`src/ks_out_pkg.sv`:
```
/*
 * default widths and counts of the key-switch output stage
 * column kind enum shared by the column tracker and the lanes
 */
package ks_out_pkg;

  // ------------------------------
  // datapath widths
  // ------------------------------
  // accumulator word
  parameter int DEF_OP_W       = 32;
  // log2 of 2N
  parameter int DEF_LWE_COEF_W = 10;
  // signed rounding error
  parameter int DEF_CORR_W     = 16;

  // ------------------------------
  // counts
  // ------------------------------
  parameter int DEF_LBX          = 2;
  // body sits at column index LWE_K
  parameter int DEF_LWE_K        = 4;
  parameter int DEF_BATCH_PBS_NB = 3;
  parameter int DEF_USE_MEAN_COMP = 1;

  // kind of the column a lane is currently processing
  typedef enum logic [1:0] {
    COL_MASK,
    COL_LAST_MASK,
    COL_BODY,
    COL_DUMP
  } col_kind_e;

endpackage

```
`src/ks_col_tracker.sv`:
```
/*
 * per-lane LWE column tracker
 * counts the columns handled by one lane and classifies
 * the current one as mask, last mask, body or dump
 */
`timescale 1ns/10ps

module ks_col_tracker #(
  parameter int LBX      = 2,
  parameter int LWE_K    = 4,
  parameter int LANE_IDX = 0
) (
  input  logic                  clk,
  input  logic                  s_rst_n,
  input  logic                  restart_i,
  input  logic                  avail_i,
  input  logic                  last_pbs_i,
  output ks_out_pkg::col_kind_e kind_o
);

  import ks_out_pkg::*;

  // columns seen by one lane per key-switch loop
  localparam int KS_COL_NB = (LWE_K + LBX) / LBX;
  localparam int COL_W     = (KS_COL_NB > 1) ? $clog2(KS_COL_NB) : 1;
  localparam int IDX_W     = $clog2(LBX * KS_COL_NB + 1);

  logic [COL_W-1:0] col;
  logic [IDX_W-1:0] idx;
  logic             col_end;
  logic             last_col;

  assign col_end  = avail_i & last_pbs_i;
  assign last_col = (col == COL_W'(KS_COL_NB - 1));

  // ------------------------------
  // column counters
  // ------------------------------
  always_ff @(posedge clk) begin
    if (!s_rst_n || restart_i) begin
      col <= '0;
      idx <= IDX_W'(LANE_IDX);
    end else if (col_end) begin
      if (last_col) begin
        col <= '0;
        idx <= IDX_W'(LANE_IDX);
      end else begin
        col <= col + 1'b1;
        idx <= idx + IDX_W'(LBX);
      end
    end
  end

  // lwe column index to kind
  always_comb begin
    if (idx < IDX_W'(LWE_K - 1)) begin
      kind_o = COL_MASK;
    end else if (idx == IDX_W'(LWE_K - 1)) begin
      kind_o = COL_LAST_MASK;
    end else if (idx == IDX_W'(LWE_K)) begin
      kind_o = COL_BODY;
    end else begin
      kind_o = COL_DUMP;
    end
  end

endmodule

```
`src/ks_lane_merge.sv`:
```
/*
 * lane merge of the key-switch output stage
 * reads the lane FIFOs in LWE column order into the output FIFO
 * flags the end of the loop and merges the body write-back
 */
`timescale 1ns/10ps

module ks_lane_merge #(
  parameter int OP_W         = 32,
  parameter int LWE_COEF_W   = 10,
  parameter int CORR_W       = 16,
  parameter int LBX          = 2,
  parameter int BATCH_PBS_NB = 3
) (
  input  logic                           clk,
  input  logic                           s_rst_n,
  input  logic                           restart_i,
  input  logic [LBX-1:0][LWE_COEF_W-1:0] lane_coef_i,
  input  logic [LBX-1:0][CORR_W-1:0]     lane_corr_i,
  input  logic [LBX-1:0]                 lane_last_pbs_i,
  input  logic [LBX-1:0]                 lane_last_mask_i,
  input  logic [LBX-1:0]                 lane_vld_i,
  output logic [LBX-1:0]                 lane_rdy_o,
  input  logic [LBX-1:0]                 lane_body_wr_i,
  input  logic [LBX-1:0][OP_W-1:0]       lane_body_data_i,
  output logic [LWE_COEF_W-1:0]          lwe_coef_o,
  output logic [CORR_W-1:0]              lwe_corr_o,
  output logic                           lwe_vld_o,
  input  logic                           lwe_rdy_i,
  output logic                           loop_done_o,
  output logic                           body_wr_o,
  output logic [OP_W-1:0]                body_wr_data_o
);

  localparam int LBX_W = (LBX > 1) ? $clog2(LBX) : 1;

  typedef struct packed {
    logic                  loop_done;
    logic [CORR_W-1:0]     corr;
    logic [LWE_COEF_W-1:0] coef;
  } out_data_t;

  logic [LBX_W-1:0] lane_ptr;
  logic             last_lane;
  logic             sel_vld;
  logic             sel_last_pbs;
  logic             sel_last_mask;
  logic             ofifo_in_rdy;
  logic             ofifo_wr;
  out_data_t        ofifo_in_data;
  out_data_t        ofifo_out_data;
  logic [OP_W-1:0]  body_data_d;

  // ------------------------------
  // lane selection
  // ------------------------------
  assign sel_vld       = lane_vld_i[lane_ptr];
  assign sel_last_pbs  = lane_last_pbs_i[lane_ptr];
  assign sel_last_mask = lane_last_mask_i[lane_ptr];
  assign last_lane     = (lane_ptr == LBX_W'(LBX - 1));
  assign ofifo_wr      = sel_vld & ofifo_in_rdy;

  always_comb begin
    for (int i = 0; i < LBX; i++) begin
      lane_rdy_o[i] = (lane_ptr == LBX_W'(i)) & ofifo_in_rdy;
    end
  end

  // stay on a lane until its column ends
  always_ff @(posedge clk) begin
    if (!s_rst_n || restart_i) begin
      lane_ptr <= '0;
    end else if (ofifo_wr && sel_last_pbs) begin
      lane_ptr <= (last_lane || sel_last_mask) ? '0 : lane_ptr + 1'b1;
    end
  end

  assign ofifo_in_data.coef      = lane_coef_i[lane_ptr];
  assign ofifo_in_data.corr      = lane_corr_i[lane_ptr];
  assign ofifo_in_data.loop_done = sel_last_pbs & sel_last_mask;

  ks_sync_fifo #(
    .DEPTH  (LBX * BATCH_PBS_NB * 2),
    .data_t (out_data_t)
  ) u_out_fifo (
    .clk        (clk),
    .s_rst_n    (s_rst_n),
    .flush_i    (restart_i),
    .in_data_i  (ofifo_in_data),
    .in_vld_i   (sel_vld),
    .in_rdy_o   (ofifo_in_rdy),
    .out_data_o (ofifo_out_data),
    .out_vld_o  (lwe_vld_o),
    .out_rdy_i  (lwe_rdy_i)
  );

  assign lwe_coef_o = ofifo_out_data.coef;
  assign lwe_corr_o = ofifo_out_data.corr;

  // ------------------------------
  // loop end and body write-back
  // ------------------------------
  always_comb begin
    body_data_d = '0;
    for (int i = 0; i < LBX; i++) begin
      body_data_d = body_data_d | (lane_body_data_i[i] & {OP_W{lane_body_wr_i[i]}});
    end
  end

  always_ff @(posedge clk) begin
    if (!s_rst_n) begin
      loop_done_o <= 1'b0;
      body_wr_o   <= 1'b0;
    end else begin
      loop_done_o <= lwe_vld_o & lwe_rdy_i & ofifo_out_data.loop_done;
      body_wr_o   <= |lane_body_wr_i;
    end
  end

  always_ff @(posedge clk) begin
    body_wr_data_o <= body_data_d;
  end

endmodule

```
`src/ks_lane_proc.sv`:
```
/*
 * one key-switch output lane
 * s0 input register and body subtraction
 * s1 mod switch to 2N with rounding and mean-compensation error
 * s2 body write strobe and lane FIFO write
 */
`timescale 1ns/10ps

module ks_lane_proc #(
  parameter int OP_W          = 32,
  parameter int LWE_COEF_W    = 10,
  parameter int CORR_W        = 16,
  parameter int LBX           = 2,
  parameter int LWE_K         = 4,
  parameter int BATCH_PBS_NB  = 3,
  parameter int USE_MEAN_COMP = 1,
  parameter int LANE_IDX      = 0
) (
  input  logic                  clk,
  input  logic                  s_rst_n,
  input  logic                  restart_i,
  input  logic [OP_W-1:0]       mult_data_i,
  input  logic                  mult_avail_i,
  input  logic                  mult_last_pbs_i,
  input  logic [OP_W-1:0]       body_i,
  output logic                  body_pop_o,
  output logic                  body_wr_o,
  output logic [OP_W-1:0]       body_wr_data_o,
  output logic [LWE_COEF_W-1:0] lane_coef_o,
  output logic [CORR_W-1:0]     lane_corr_o,
  output logic                  lane_last_pbs_o,
  output logic                  lane_last_mask_o,
  output logic                  lane_vld_o,
  input  logic                  lane_rdy_i
);

  import ks_out_pkg::*;

  localparam int ERR_W = OP_W - LWE_COEF_W;

  typedef struct packed {
    logic [CORR_W-1:0]     corr;
    logic                  last_pbs;
    logic                  last_mask;
    logic [LWE_COEF_W-1:0] coef;
  } lane_data_t;

  logic                  s0_avail;
  logic [OP_W-1:0]       s0_data;
  logic                  s0_last_pbs;
  col_kind_e             s0_kind;
  logic                  s0_is_mask;
  logic [OP_W-1:0]       s0_coef;
  logic                  s1_mask_avail;
  logic                  s1_body_avail;
  logic [OP_W-1:0]       s1_coef;
  logic                  s1_last_pbs;
  logic                  s1_last_mask;
  logic [LWE_COEF_W-1:0] s1_mdsw;
  logic [ERR_W-1:0]      s1_err;
  logic [CORR_W-1:0]     s1_corr;
  logic                  s2_mask_avail;
  logic                  s2_body_avail;
  logic [OP_W-1:0]       s2_coef;
  lane_data_t            s2_data;
  logic                  lfifo_in_rdy;
  lane_data_t            lfifo_out_data;

  // ------------------------------
  // s0
  // ------------------------------
  always_ff @(posedge clk) begin
    if (!s_rst_n) begin
      s0_avail <= 1'b0;
    end else begin
      s0_avail <= mult_avail_i;
    end
  end

  always_ff @(posedge clk) begin
    s0_data     <= mult_data_i;
    s0_last_pbs <= mult_last_pbs_i;
  end

  ks_col_tracker #(
    .LBX      (LBX),
    .LWE_K    (LWE_K),
    .LANE_IDX (LANE_IDX)
  ) u_col_tracker (
    .clk        (clk),
    .s_rst_n    (s_rst_n),
    .restart_i  (restart_i),
    .avail_i    (s0_avail),
    .last_pbs_i (s0_last_pbs),
    .kind_o     (s0_kind)
  );

  assign s0_is_mask = (s0_kind == COL_MASK) || (s0_kind == COL_LAST_MASK);
  assign body_pop_o = s0_avail && (s0_kind == COL_BODY);
  // (0,..,0,b) minus the accumulated product, modulo 2^OP_W
  assign s0_coef = ((s0_kind == COL_BODY) ? body_i : '0) - s0_data;

  // ------------------------------
  // s1
  // ------------------------------
  always_ff @(posedge clk) begin
    if (!s_rst_n) begin
      s1_mask_avail <= 1'b0;
      s1_body_avail <= 1'b0;
    end else begin
      s1_mask_avail <= s0_avail & s0_is_mask;
      s1_body_avail <= body_pop_o;
    end
  end

  always_ff @(posedge clk) begin
    s1_coef      <= s0_coef;
    s1_last_pbs  <= s0_last_pbs;
    s1_last_mask <= (s0_kind == COL_LAST_MASK);
  end

  // keep the top bits, round with the first dropped one
  assign s1_mdsw = s1_coef[OP_W-1 -: LWE_COEF_W] + LWE_COEF_W'(s1_coef[ERR_W-1]);
  assign s1_err  = s1_coef[ERR_W-1:0];
  assign s1_corr = (USE_MEAN_COMP != 0) ? CORR_W'($signed(s1_err)) : '0;

  // ------------------------------
  // s2
  // ------------------------------
  always_ff @(posedge clk) begin
    if (!s_rst_n) begin
      s2_mask_avail <= 1'b0;
      s2_body_avail <= 1'b0;
    end else begin
      s2_mask_avail <= s1_mask_avail;
      s2_body_avail <= s1_body_avail;
    end
  end

  always_ff @(posedge clk) begin
    s2_coef           <= s1_coef;
    s2_data.coef      <= s1_mdsw;
    s2_data.corr      <= s1_corr;
    s2_data.last_pbs  <= s1_last_pbs;
    s2_data.last_mask <= s1_last_mask;
  end

  assign body_wr_o      = s2_body_avail;
  assign body_wr_data_o = s2_coef;

  // sized so that a full column can wait for the merge
  ks_sync_fifo #(
    .DEPTH  (2 * BATCH_PBS_NB),
    .data_t (lane_data_t)
  ) u_lane_fifo (
    .clk        (clk),
    .s_rst_n    (s_rst_n),
    .flush_i    (restart_i),
    .in_data_i  (s2_data),
    .in_vld_i   (s2_mask_avail),
    .in_rdy_o   (lfifo_in_rdy),
    .out_data_o (lfifo_out_data),
    .out_vld_o  (lane_vld_o),
    .out_rdy_i  (lane_rdy_i)
  );

  assign lane_coef_o      = lfifo_out_data.coef;
  assign lane_corr_o      = lfifo_out_data.corr;
  assign lane_last_pbs_o  = lfifo_out_data.last_pbs;
  assign lane_last_mask_o = lfifo_out_data.last_mask;

endmodule

```
`src/ks_out_process.sv`:
```
/*
 * key-switch output stage top level
 * restart and key read pointer registers, body FIFO,
 * LBX output lanes and the lane merge
 */
`timescale 1ns/10ps

module ks_out_process #(
  parameter int OP_W          = ks_out_pkg::DEF_OP_W,
  parameter int LWE_COEF_W    = ks_out_pkg::DEF_LWE_COEF_W,
  parameter int CORR_W        = ks_out_pkg::DEF_CORR_W,
  parameter int LBX           = ks_out_pkg::DEF_LBX,
  parameter int LWE_K         = ks_out_pkg::DEF_LWE_K,
  parameter int BATCH_PBS_NB  = ks_out_pkg::DEF_BATCH_PBS_NB,
  parameter int USE_MEAN_COMP = ks_out_pkg::DEF_USE_MEAN_COMP
) (
  input  logic                     clk,
  input  logic                     s_rst_n,
  input  logic [LBX-1:0][OP_W-1:0] mult_data_i,
  input  logic [LBX-1:0]           mult_avail_i,
  input  logic [LBX-1:0]           mult_last_pbs_i,
  input  logic [OP_W-1:0]          body_data_i,
  input  logic                     body_vld_i,
  output logic                     body_rdy_o,
  input  logic                     restart_i,
  output logic [LWE_COEF_W-1:0]    lwe_coef_o,
  output logic [CORR_W-1:0]        lwe_corr_o,
  output logic                     lwe_vld_o,
  input  logic                     lwe_rdy_i,
  output logic                     loop_done_o,
  output logic                     ksk_rd_inc_o,
  output logic                     body_wr_o,
  output logic [OP_W-1:0]          body_wr_data_o
);

  logic                           restart_q;
  logic                           ksk_inc_s0;
  logic [OP_W-1:0]                body;
  logic                           body_vld;
  logic [LBX-1:0]                 lane_body_pop;
  logic [LBX-1:0]                 lane_body_wr;
  logic [LBX-1:0][OP_W-1:0]       lane_body_data;
  logic [LBX-1:0][LWE_COEF_W-1:0] lane_coef;
  logic [LBX-1:0][CORR_W-1:0]     lane_corr;
  logic [LBX-1:0]                 lane_last_pbs;
  logic [LBX-1:0]                 lane_last_mask;
  logic [LBX-1:0]                 lane_vld;
  logic [LBX-1:0]                 lane_rdy;

  // ------------------------------
  // restart and key read pointer
  // ------------------------------
  // a column set ends when the last lane closes its column
  always_ff @(posedge clk) begin
    if (!s_rst_n) begin
      restart_q    <= 1'b0;
      ksk_inc_s0   <= 1'b0;
      ksk_rd_inc_o <= 1'b0;
    end else begin
      restart_q    <= restart_i;
      ksk_inc_s0   <= mult_avail_i[LBX-1] & mult_last_pbs_i[LBX-1];
      ksk_rd_inc_o <= ksk_inc_s0;
    end
  end

  // body values, one per coefficient of the body column
  ks_sync_fifo #(
    .DEPTH  (2),
    .data_t (logic [OP_W-1:0])
  ) u_body_fifo (
    .clk        (clk),
    .s_rst_n    (s_rst_n),
    .flush_i    (restart_q),
    .in_data_i  (body_data_i),
    .in_vld_i   (body_vld_i),
    .in_rdy_o   (body_rdy_o),
    .out_data_o (body),
    .out_vld_o  (body_vld),
    .out_rdy_i  (|lane_body_pop)
  );

  for (genvar g = 0; g < LBX; g++) begin : gen_lane
    ks_lane_proc #(
      .OP_W          (OP_W),
      .LWE_COEF_W    (LWE_COEF_W),
      .CORR_W        (CORR_W),
      .LBX           (LBX),
      .LWE_K         (LWE_K),
      .BATCH_PBS_NB  (BATCH_PBS_NB),
      .USE_MEAN_COMP (USE_MEAN_COMP),
      .LANE_IDX      (g)
    ) u_lane (
      .clk              (clk),
      .s_rst_n          (s_rst_n),
      .restart_i        (restart_q),
      .mult_data_i      (mult_data_i[g]),
      .mult_avail_i     (mult_avail_i[g]),
      .mult_last_pbs_i  (mult_last_pbs_i[g]),
      .body_i           (body),
      .body_pop_o       (lane_body_pop[g]),
      .body_wr_o        (lane_body_wr[g]),
      .body_wr_data_o   (lane_body_data[g]),
      .lane_coef_o      (lane_coef[g]),
      .lane_corr_o      (lane_corr[g]),
      .lane_last_pbs_o  (lane_last_pbs[g]),
      .lane_last_mask_o (lane_last_mask[g]),
      .lane_vld_o       (lane_vld[g]),
      .lane_rdy_i       (lane_rdy[g])
    );
  end

  ks_lane_merge #(
    .OP_W         (OP_W),
    .LWE_COEF_W   (LWE_COEF_W),
    .CORR_W       (CORR_W),
    .LBX          (LBX),
    .BATCH_PBS_NB (BATCH_PBS_NB)
  ) u_merge (
    .clk              (clk),
    .s_rst_n          (s_rst_n),
    .restart_i        (restart_q),
    .lane_coef_i      (lane_coef),
    .lane_corr_i      (lane_corr),
    .lane_last_pbs_i  (lane_last_pbs),
    .lane_last_mask_i (lane_last_mask),
    .lane_vld_i       (lane_vld),
    .lane_rdy_o       (lane_rdy),
    .lane_body_wr_i   (lane_body_wr),
    .lane_body_data_i (lane_body_data),
    .lwe_coef_o       (lwe_coef_o),
    .lwe_corr_o       (lwe_corr_o),
    .lwe_vld_o        (lwe_vld_o),
    .lwe_rdy_i        (lwe_rdy_i),
    .loop_done_o      (loop_done_o),
    .body_wr_o        (body_wr_o),
    .body_wr_data_o   (body_wr_data_o)
  );

endmodule

```
`src/ks_sync_fifo.sv`:
```
/*
 * synchronous register-array FIFO
 * payload type given by a type parameter
 * valid/ready on both sides, flush empties it
 */
`timescale 1ns/10ps

module ks_sync_fifo #(
  parameter int  DEPTH  = 2,
  parameter type data_t = logic
) (
  input  logic  clk,
  input  logic  s_rst_n,
  input  logic  flush_i,

  input  data_t in_data_i,
  input  logic  in_vld_i,
  output logic  in_rdy_o,

  output data_t out_data_o,
  output logic  out_vld_o,
  input  logic  out_rdy_i
);

  localparam int PTR_W = (DEPTH > 1) ? $clog2(DEPTH) : 1;
  localparam int CNT_W = $clog2(DEPTH + 1);

  data_t            mem [DEPTH];
  logic [PTR_W-1:0] wr_ptr;
  logic [PTR_W-1:0] rd_ptr;
  logic [CNT_W-1:0] count;
  logic             wr_en;
  logic             rd_en;

  // pointers wrap at DEPTH, which need not be a power of two
  function automatic logic [PTR_W-1:0] ptr_next(input logic [PTR_W-1:0] ptr);
    ptr_next = (ptr == PTR_W'(DEPTH - 1)) ? '0 : ptr + 1'b1;
  endfunction

  assign in_rdy_o   = (count != CNT_W'(DEPTH));
  assign out_vld_o  = (count != '0);
  assign out_data_o = mem[rd_ptr];

  assign wr_en = in_vld_i & in_rdy_o;
  assign rd_en = out_vld_o & out_rdy_i;

  // ------------------------------
  // pointers and occupancy
  // ------------------------------
  always_ff @(posedge clk) begin
    if (!s_rst_n || flush_i) begin
      wr_ptr <= '0;
      rd_ptr <= '0;
      count  <= '0;
    end else begin
      if (wr_en) begin
        wr_ptr <= ptr_next(wr_ptr);
      end
      if (rd_en) begin
        rd_ptr <= ptr_next(rd_ptr);
      end
      if (wr_en && !rd_en) begin
        count <= count + 1'b1;
      end else if (rd_en && !wr_en) begin
        count <= count - 1'b1;
      end
    end
  end

  // storage
  always_ff @(posedge clk) begin
    if (wr_en) begin
      mem[wr_ptr] <= in_data_i;
    end
  end

endmodule

```
`config.mk`:
```
export PLATFORM = sky130hd
export DESIGN_NAME = ks_out_process
export DESIGN_NICKNAME = d
export VERILOG_FILES = /design/src/ks_out_pkg.sv /design/src/ks_col_tracker.sv /design/src/ks_lane_merge.sv /design/src/ks_lane_proc.sv /design/src/ks_out_process.sv /design/src/ks_sync_fifo.sv
export SDC_FILE = /design/constraint.sdc
export NUM_CORES = 1
export LEC_CHECK = 0
export ABC_AREA = 1
export BUFFER_PORTS_ARGS = -buffer_cell sky130_fd_sc_hd__buf_2
export CORE_MARGIN = 5
export CORE_UTILIZATION = 55
export CTS_CLUSTER_DIAMETER = 60
export DETAILED_ROUTE_END_ITERATION = 10
export PLACE_DENSITY_LB_ADDON = 0.2
export SLEW_MARGIN = 10
export SYNTH_ARGS = -nofsm -noshare
export SYNTH_HDL_FRONTEND = slang
export SYNTH_SLANG_ARGS = --single-unit
```
`constraint.sdc`:
```
create_clock -name clk -period 6 [get_ports clk]
set_input_delay 1.2 -clock clk [delete_from_list [all_inputs] [get_ports clk]]
set_output_delay 1.2 -clock clk [all_outputs]
set_load 0.03 [all_outputs]
```
==> report_table.html <==
<table>
<tr><th>Metric</th><th>Value</th></tr>
<tr><th colspan="2">Job</th></tr>
<tr><td>Max-cap check violation count</td><td>0</td></tr>
<tr><th colspan="2">Clock tree</th></tr>
<tr><td># resized after CTS</td><td>0</td></tr>
<tr><td>CTS tree</td><td>done</td></tr>
<tr><td>Buffers from clock root to sink, at most</td><td>3</td></tr>
<tr><td>Clock sink total</td><td>1048</td></tr>
<tr><td>Post-CTS setup buffers</td><td>0</td></tr>
<tr><td>Hold Buf Count CTS</td><td>0</td></tr>
<tr><td>H-tree depth</td><td>3</td></tr>
<tr><td>Clock insertion delay at the later pin of the skew report</td><td>0.68 ns</td></tr>
<tr><td>Clock-pin transition on the worst setup and hold timing paths</td><td>0.06 ns</td></tr>
<tr><td>Number of buffers created by CTS</td><td>102</td></tr>
<tr><td>Clock Tree Root</td><td>sky130_fd_sc_hd__clkbuf_16</td></tr>
<tr><th colspan="2">Synthesis</th></tr>
<tr><td>Synthesized-area fraction occupied by xor and xnor cells</td><td>1.064%</td></tr>
<tr><td>Fraction of registers with async set or reset after synthesis</td><td>0%</td></tr>
<tr><td>Fraction of the mapped netlist area in compound gates</td><td>7.808%</td></tr>
<tr><td>Main combinational cell family by area after synthesis</td><td>simple AND/OR/NAND/NOR gates</td></tr>
<tr><td>Mux contribution to synthesized area</td><td>0.7448%</td></tr>
<tr><td>Area share of the largest cell type after synthesis</td><td>51.77%</td></tr>
<tr><td>Simple-gate area share of the yosys netlist</td><td>14.65%</td></tr>
<tr><td>Synthesized net count</td><td>4104</td></tr>
<tr><td>Sequential area share after synthesis</td><td>67.21%</td></tr>
<tr><td>Most area-hungry cell type in the Yosys netlist</td><td>sky130_fd_sc_hd__edfxtp_1</td></tr>
<tr><td>Synth Instances</td><td>3907</td></tr>
<tr><td>Flip-flop cell with the highest count after synthesis</td><td>sky130_fd_sc_hd__edfxtp_1</td></tr>
<tr><td>Mean instance size in the synthesized netlist</td><td>10.75 sq um</td></tr>
<tr><td>Number of warnings reported in the yosys synthesis log</td><td>0</td></tr>
<tr><td>Post-synth EDFFs</td><td>724</td></tr>
<tr><td>Adder-Cell Fraction of Synth Area</td><td>2.830%</td></tr>
<tr><td>Synthesis-stage register bit count</td><td>1048</td></tr>
<tr><td>Number of distinct library cells after synthesis</td><td>43</td></tr>
<tr><td>Area of the mapped netlist</td><td>42000 sq um</td></tr>
<tr><td>Most area-consuming cells after synthesis</td><td>sky130_fd_sc_hd__edfxtp_1, sky130_fd_sc_hd__dfxtp_1, sky130_fd_sc_hd__nand2_1</td></tr>
<tr><th colspan="2">Critical path</th></tr>
<tr><td>Critical Path Max Stage Delay</td><td>0.91 ns</td></tr>
<tr><td>Launch point of the worst reg-to-reg path</td><td>gen_lane[0].u_lane.u_col_tracker.idx[1]</td></tr>
<tr><td>FF-to-FF End</td><td>gen_lane[0].u_lane.s1_coef[18]</td></tr>
<tr><td>Worst reg2reg setup slack</td><td>2.67 ns</td></tr>
<tr><td>Critical path class</td><td>register to primary output</td></tr>
<tr><td>Worst path most repeated cell</td><td>sky130_fd_sc_hd__o21ai_0</td></tr>
<tr><td>Max FO, Critical Path</td><td>117</td></tr>
<tr><td>Kind of launch point of the worst setup path</td><td>register</td></tr>
<tr><td>Worst-case reg-to-reg path depth</td><td>14</td></tr>
<tr><td>Sequence of cells on the critical path</td><td>buf_4, o21ai_0, o211ai_1, o21ai_0, o21ai_1, buf_2</td></tr>
<tr><td>Kind of cell adding the most delay to the critical path</td><td>buffers and inverters</td></tr>
<tr><td>Critical Path Slowest Stage Cell</td><td>sky130_fd_sc_hd__buf_4</td></tr>
<tr><td>Crit path required time</td><td>4.80 ns</td></tr>
<tr><td>Capturing element type of the critical path</td><td>primary output</td></tr>
<tr><td>Data arrival time at the worst-slack endpoint</td><td>3.44 ns</td></tr>
<tr><td>Total buffers and inverters traversed by the critical path</td><td>2</td></tr>
<tr><th colspan="2">Global route</th></tr>
<tr><td>First-pass GRT wire length</td><td>152200 um</td></tr>
<tr><td>Antenna violations before repair</td><td>2</td></tr>
<tr><td>Overall fraction of global-route tracks in use</td><td>24.11%</td></tr>
<tr><td>Total grt overflow</td><td>0</td></tr>
<tr><td>Pin count of the biggest net entering global routing</td><td>163</td></tr>
<tr><td>Via count of the first global-routing pass</td><td>26440</td></tr>
<tr><th colspan="2">Drt</th></tr>
<tr><td>Number of DRC violations after detailed routing</td><td>0</td></tr>
<tr><td>Via total after detailed routing</td><td>27620</td></tr>
<tr><td>Number of nets still failing antenna checks after routing</td><td>0</td></tr>
<tr><td>Number of detailed-route iterations in the first pass</td><td>5</td></tr>
<tr><td>Total Wirelength</td><td>99760 um</td></tr>
<tr><td>Vias per inst</td><td>5.373</td></tr>
<tr><td>Detailed router's first-iteration violation count</td><td>2333</td></tr>
<tr><td>Routed length per placed instance</td><td>19.41 um</td></tr>
<tr><th colspan="2">Run status</th></tr>
<tr><td>Outcome</td><td>complete, no violations</td></tr>
<tr><th colspan="2">Floorplan</th></tr>
<tr><td>Floorplan die area</td><td>81980 sq um</td></tr>
<tr><td>Die Ht</td><td>286.3 um</td></tr>
<tr><td>Core Rows</td><td>101</td></tr>
<tr><td>Initial Utilization</td><td>55.39%</td></tr>
<tr><td>Width of the die</td><td>286.3 um</td></tr>
<tr><td>Core footprint</td><td>75820 sq um</td></tr>
<tr><td>I/O Pins</td><td>168</td></tr>
<tr><th colspan="2">STA</th></tr>
<tr><td>RSZ-0062 raised after global routing</td><td>false</td></tr>
<tr><td>Tightest slew margin relative to the limit</td><td>20.02%</td></tr>
<tr><td>Pins over their slew limit</td><td>0</td></tr>
<tr><td>Post-layout worst setup margin</td><td>1.365 ns</td></tr>
<tr><td>Hold Violations, Final</td><td>0</td></tr>
<tr><td>Max Clock Freq</td><td>215.7 MHz</td></tr>
<tr><td>Final cycle utilization of the critical path</td><td>77.25%</td></tr>
<tr><td>Crit path time final</td><td>4.635 ns</td></tr>
<tr><td>Fin Clk Skew</td><td>0.02957 ns</td></tr>
<tr><td>Worst hold slack</td><td>0.3075 ns</td></tr>
<tr><td>Final-report setup violation count</td><td>0</td></tr>
<tr><td>Slew at the pin with the worst max-slew slack</td><td>1.200 ns</td></tr>
<tr><td>Setup TNS</td><td>0 ns</td></tr>
<tr><th colspan="2">Finish</th></tr>
<tr><td>Final-layout fill cell count</td><td>6067</td></tr>
<tr><td>Number of cells in the finished layout apart from fillers</td><td>5141</td></tr>
<tr><td>Leading cell type in the layout, fill and taps excluded</td><td>sky130_fd_sc_hd__nand2_1</td></tr>
<tr><td>Area delta synth-&gt;final</td><td>12.37%</td></tr>
<tr><td>Count of nets after finishing</td><td>4271</td></tr>
<tr><td>Combined area of the multi-input logic cells</td><td>11500 sq um</td></tr>
<tr><td>FF/Latch Area</td><td>28240 sq um</td></tr>
<tr><td>Final cell area excluding filler cells</td><td>47190 sq um</td></tr>
<tr><td>Count of antenna diodes in the layout</td><td>0</td></tr>
<tr><td>Commonest non-fill, non-tap cells in the layout</td><td>sky130_fd_sc_hd__nand2_1, sky130_fd_sc_hd__edfxtp_1, sky130_fd_sc_hd__nor2_1, sky130_fd_sc_hd__inv_1, sky130_fd_sc_hd__dfxtp_1</td></tr>
<tr><td>Ratio of cells with drive above 1 in the final layout</td><td>9.945%</td></tr>
<tr><th colspan="2">Place</th></tr>
<tr><td>HPWL after detailed placement</td><td>63110 um</td></tr>
<tr><td>Post-Place Cell Area</td><td>43760 sq um</td></tr>
<tr><td>Count of buffers inserted at the top-level ports</td><td>167</td></tr>
<tr><td>Number of cells after detailed placement</td><td>4948</td></tr>
<tr><td>Setup Slack @ Placement</td><td>2.039 ns</td></tr>
<tr><td>Global placement routability congestion</td><td>0.9228</td></tr>
<tr><th colspan="2">Pwr</th></tr>
<tr><td>Power per standard cell area</td><td>380.5 nW/um^2</td></tr>
<tr><td>Largest vdd supply drop</td><td>266.4 uV</td></tr>
<tr><td>Static power due to leakage</td><td>19.22 nW</td></tr>
<tr><th colspan="2">Worst hold path</th></tr>
<tr><td>Hold wc startpoint</td><td>gen_lane[1].u_lane.s1_coef[7]</td></tr>
<tr><td>Type of the tightest min-delay check</td><td>register to register</td></tr>
<tr><td>Hold path endpoint</td><td>gen_lane[1].u_lane.body_wr_data_o[7]</td></tr>
<tr><td>Worst hold path cell count</td><td>0</td></tr>
</table>
-- metrics by stage --
step	power [W]	utilization (%)
2_1_floorplan	0.01075	-
3_3_place_gp	0.01168	57.72
3_5_place_dp	0.01174	57.72
4_1_cts	0.01807	62.24
5_1_grt	0.01871	62.24
6_report	0.01796	62.24
-- routing by layer --
layer  track usage (%)  vias up  wire length [um]
met5                 0        -                26
met3             3.264      193              6580
met4             9.769        4              4042
met2             40.07      959             47450
met1             32.42    12960             41670
li1                  -    13510                 -
-- area by class of cell --
cell class,instances,area share [%]
flip-flops and latches,1048,59.83
clock buffers,146,6.262
multi-input cells,2279,24.37
clock inverters,47,1.007
repair buffers,212,2.487
inverters,431,3.449
well taps,978,2.593
-- how the worst max path moves through the flow --
| stage | endpoint | slack [ns] | depth (start not counted) |
|---|---|---|---|
| finish | lwe_corr_o[2] | 1.36 | 6 |
| CTS | lwe_corr_o[2] | 1.31 | 6 |
| global route | lwe_corr_o[2] | 1.10 | 6 |
| detailed placement | lwe_corr_o[2] | 2.04 | 6 |
| floorplan | gen_lane[1].u_lane.u_lane_fifo.mem[4][0] | 2.16 | 4 |
| global placement | lwe_coef_o[7] | 2.18 | 6 |
-- cell families (layout without fill, tap and decap cells) --
logic type / Yosys count / in the layout
buffers and inverters: 580 / 836
xor gates and xnor gates: 51 / 51
DFF: 1048 / 1048
and+or+nand+nor: 1531 / 1531
adders and majority gates: 92 / 92
AOI/OAI and AO/OA: 574 / 574
muxes: 31 / 31
-- sequential cells by signal, summed over array words and instances (netlist names), 5 cells and up, named ones only --
signal / count
u_merge.body_wr_data_o: 32
gen_lane.u_lane.s1_coef: 64
gen_lane.u_lane.s0_data: 64
gen_lane.u_lane.s2_data: 24
gen_lane.u_lane.u_lane_fifo.wr_ptr: 6
gen_lane.u_lane.u_col_tracker.idx: 5
gen_lane.u_lane.u_lane_fifo.mem: 336
u_merge.u_out_fifo.mem: 324
gen_lane.u_lane.u_lane_fifo.count: 6
gen_lane.u_lane.u_lane_fifo.rd_ptr: 6
gen_lane.u_lane.body_wr_data_o: 64
u_body_fifo.mem: 64
-- cells in the mapped netlist, types with 49 or more instances --
| cell type | number |
|---|---|
| sky130_fd_sc_hd__inv_1 | 423 |
| sky130_fd_sc_hd__nand2_1 | 804 |
| sky130_fd_sc_hd__o22ai_1 | 59 |
| sky130_fd_sc_hd__nand3_1 | 241 |
| sky130_fd_sc_hd__o21ai_1 | 66 |
| sky130_fd_sc_hd__nor2_1 | 439 |
| sky130_fd_sc_hd__clkbuf_1 | 62 |
| sky130_fd_sc_hd__buf_2 | 54 |
| sky130_fd_sc_hd__xor2_1 | 49 |
| sky130_fd_sc_hd__ha_1 | 87 |
| sky130_fd_sc_hd__a21oi_1 | 74 |
| sky130_fd_sc_hd__o21ai_0 | 263 |
| sky130_fd_sc_hd__edfxtp_1 | 724 |
| sky130_fd_sc_hd__dfxtp_1 | 324 |
-- power by group --
group	leakage [nW]	internal (W)	switching (W)
sequential	9.26	0.00857	0.000196
combinational	8.29	0.000687	0.00213
clock	1.67	0.00368	0.00270
total	19.2	0.0129	0.00503
(Power assumes the default switching activity.)
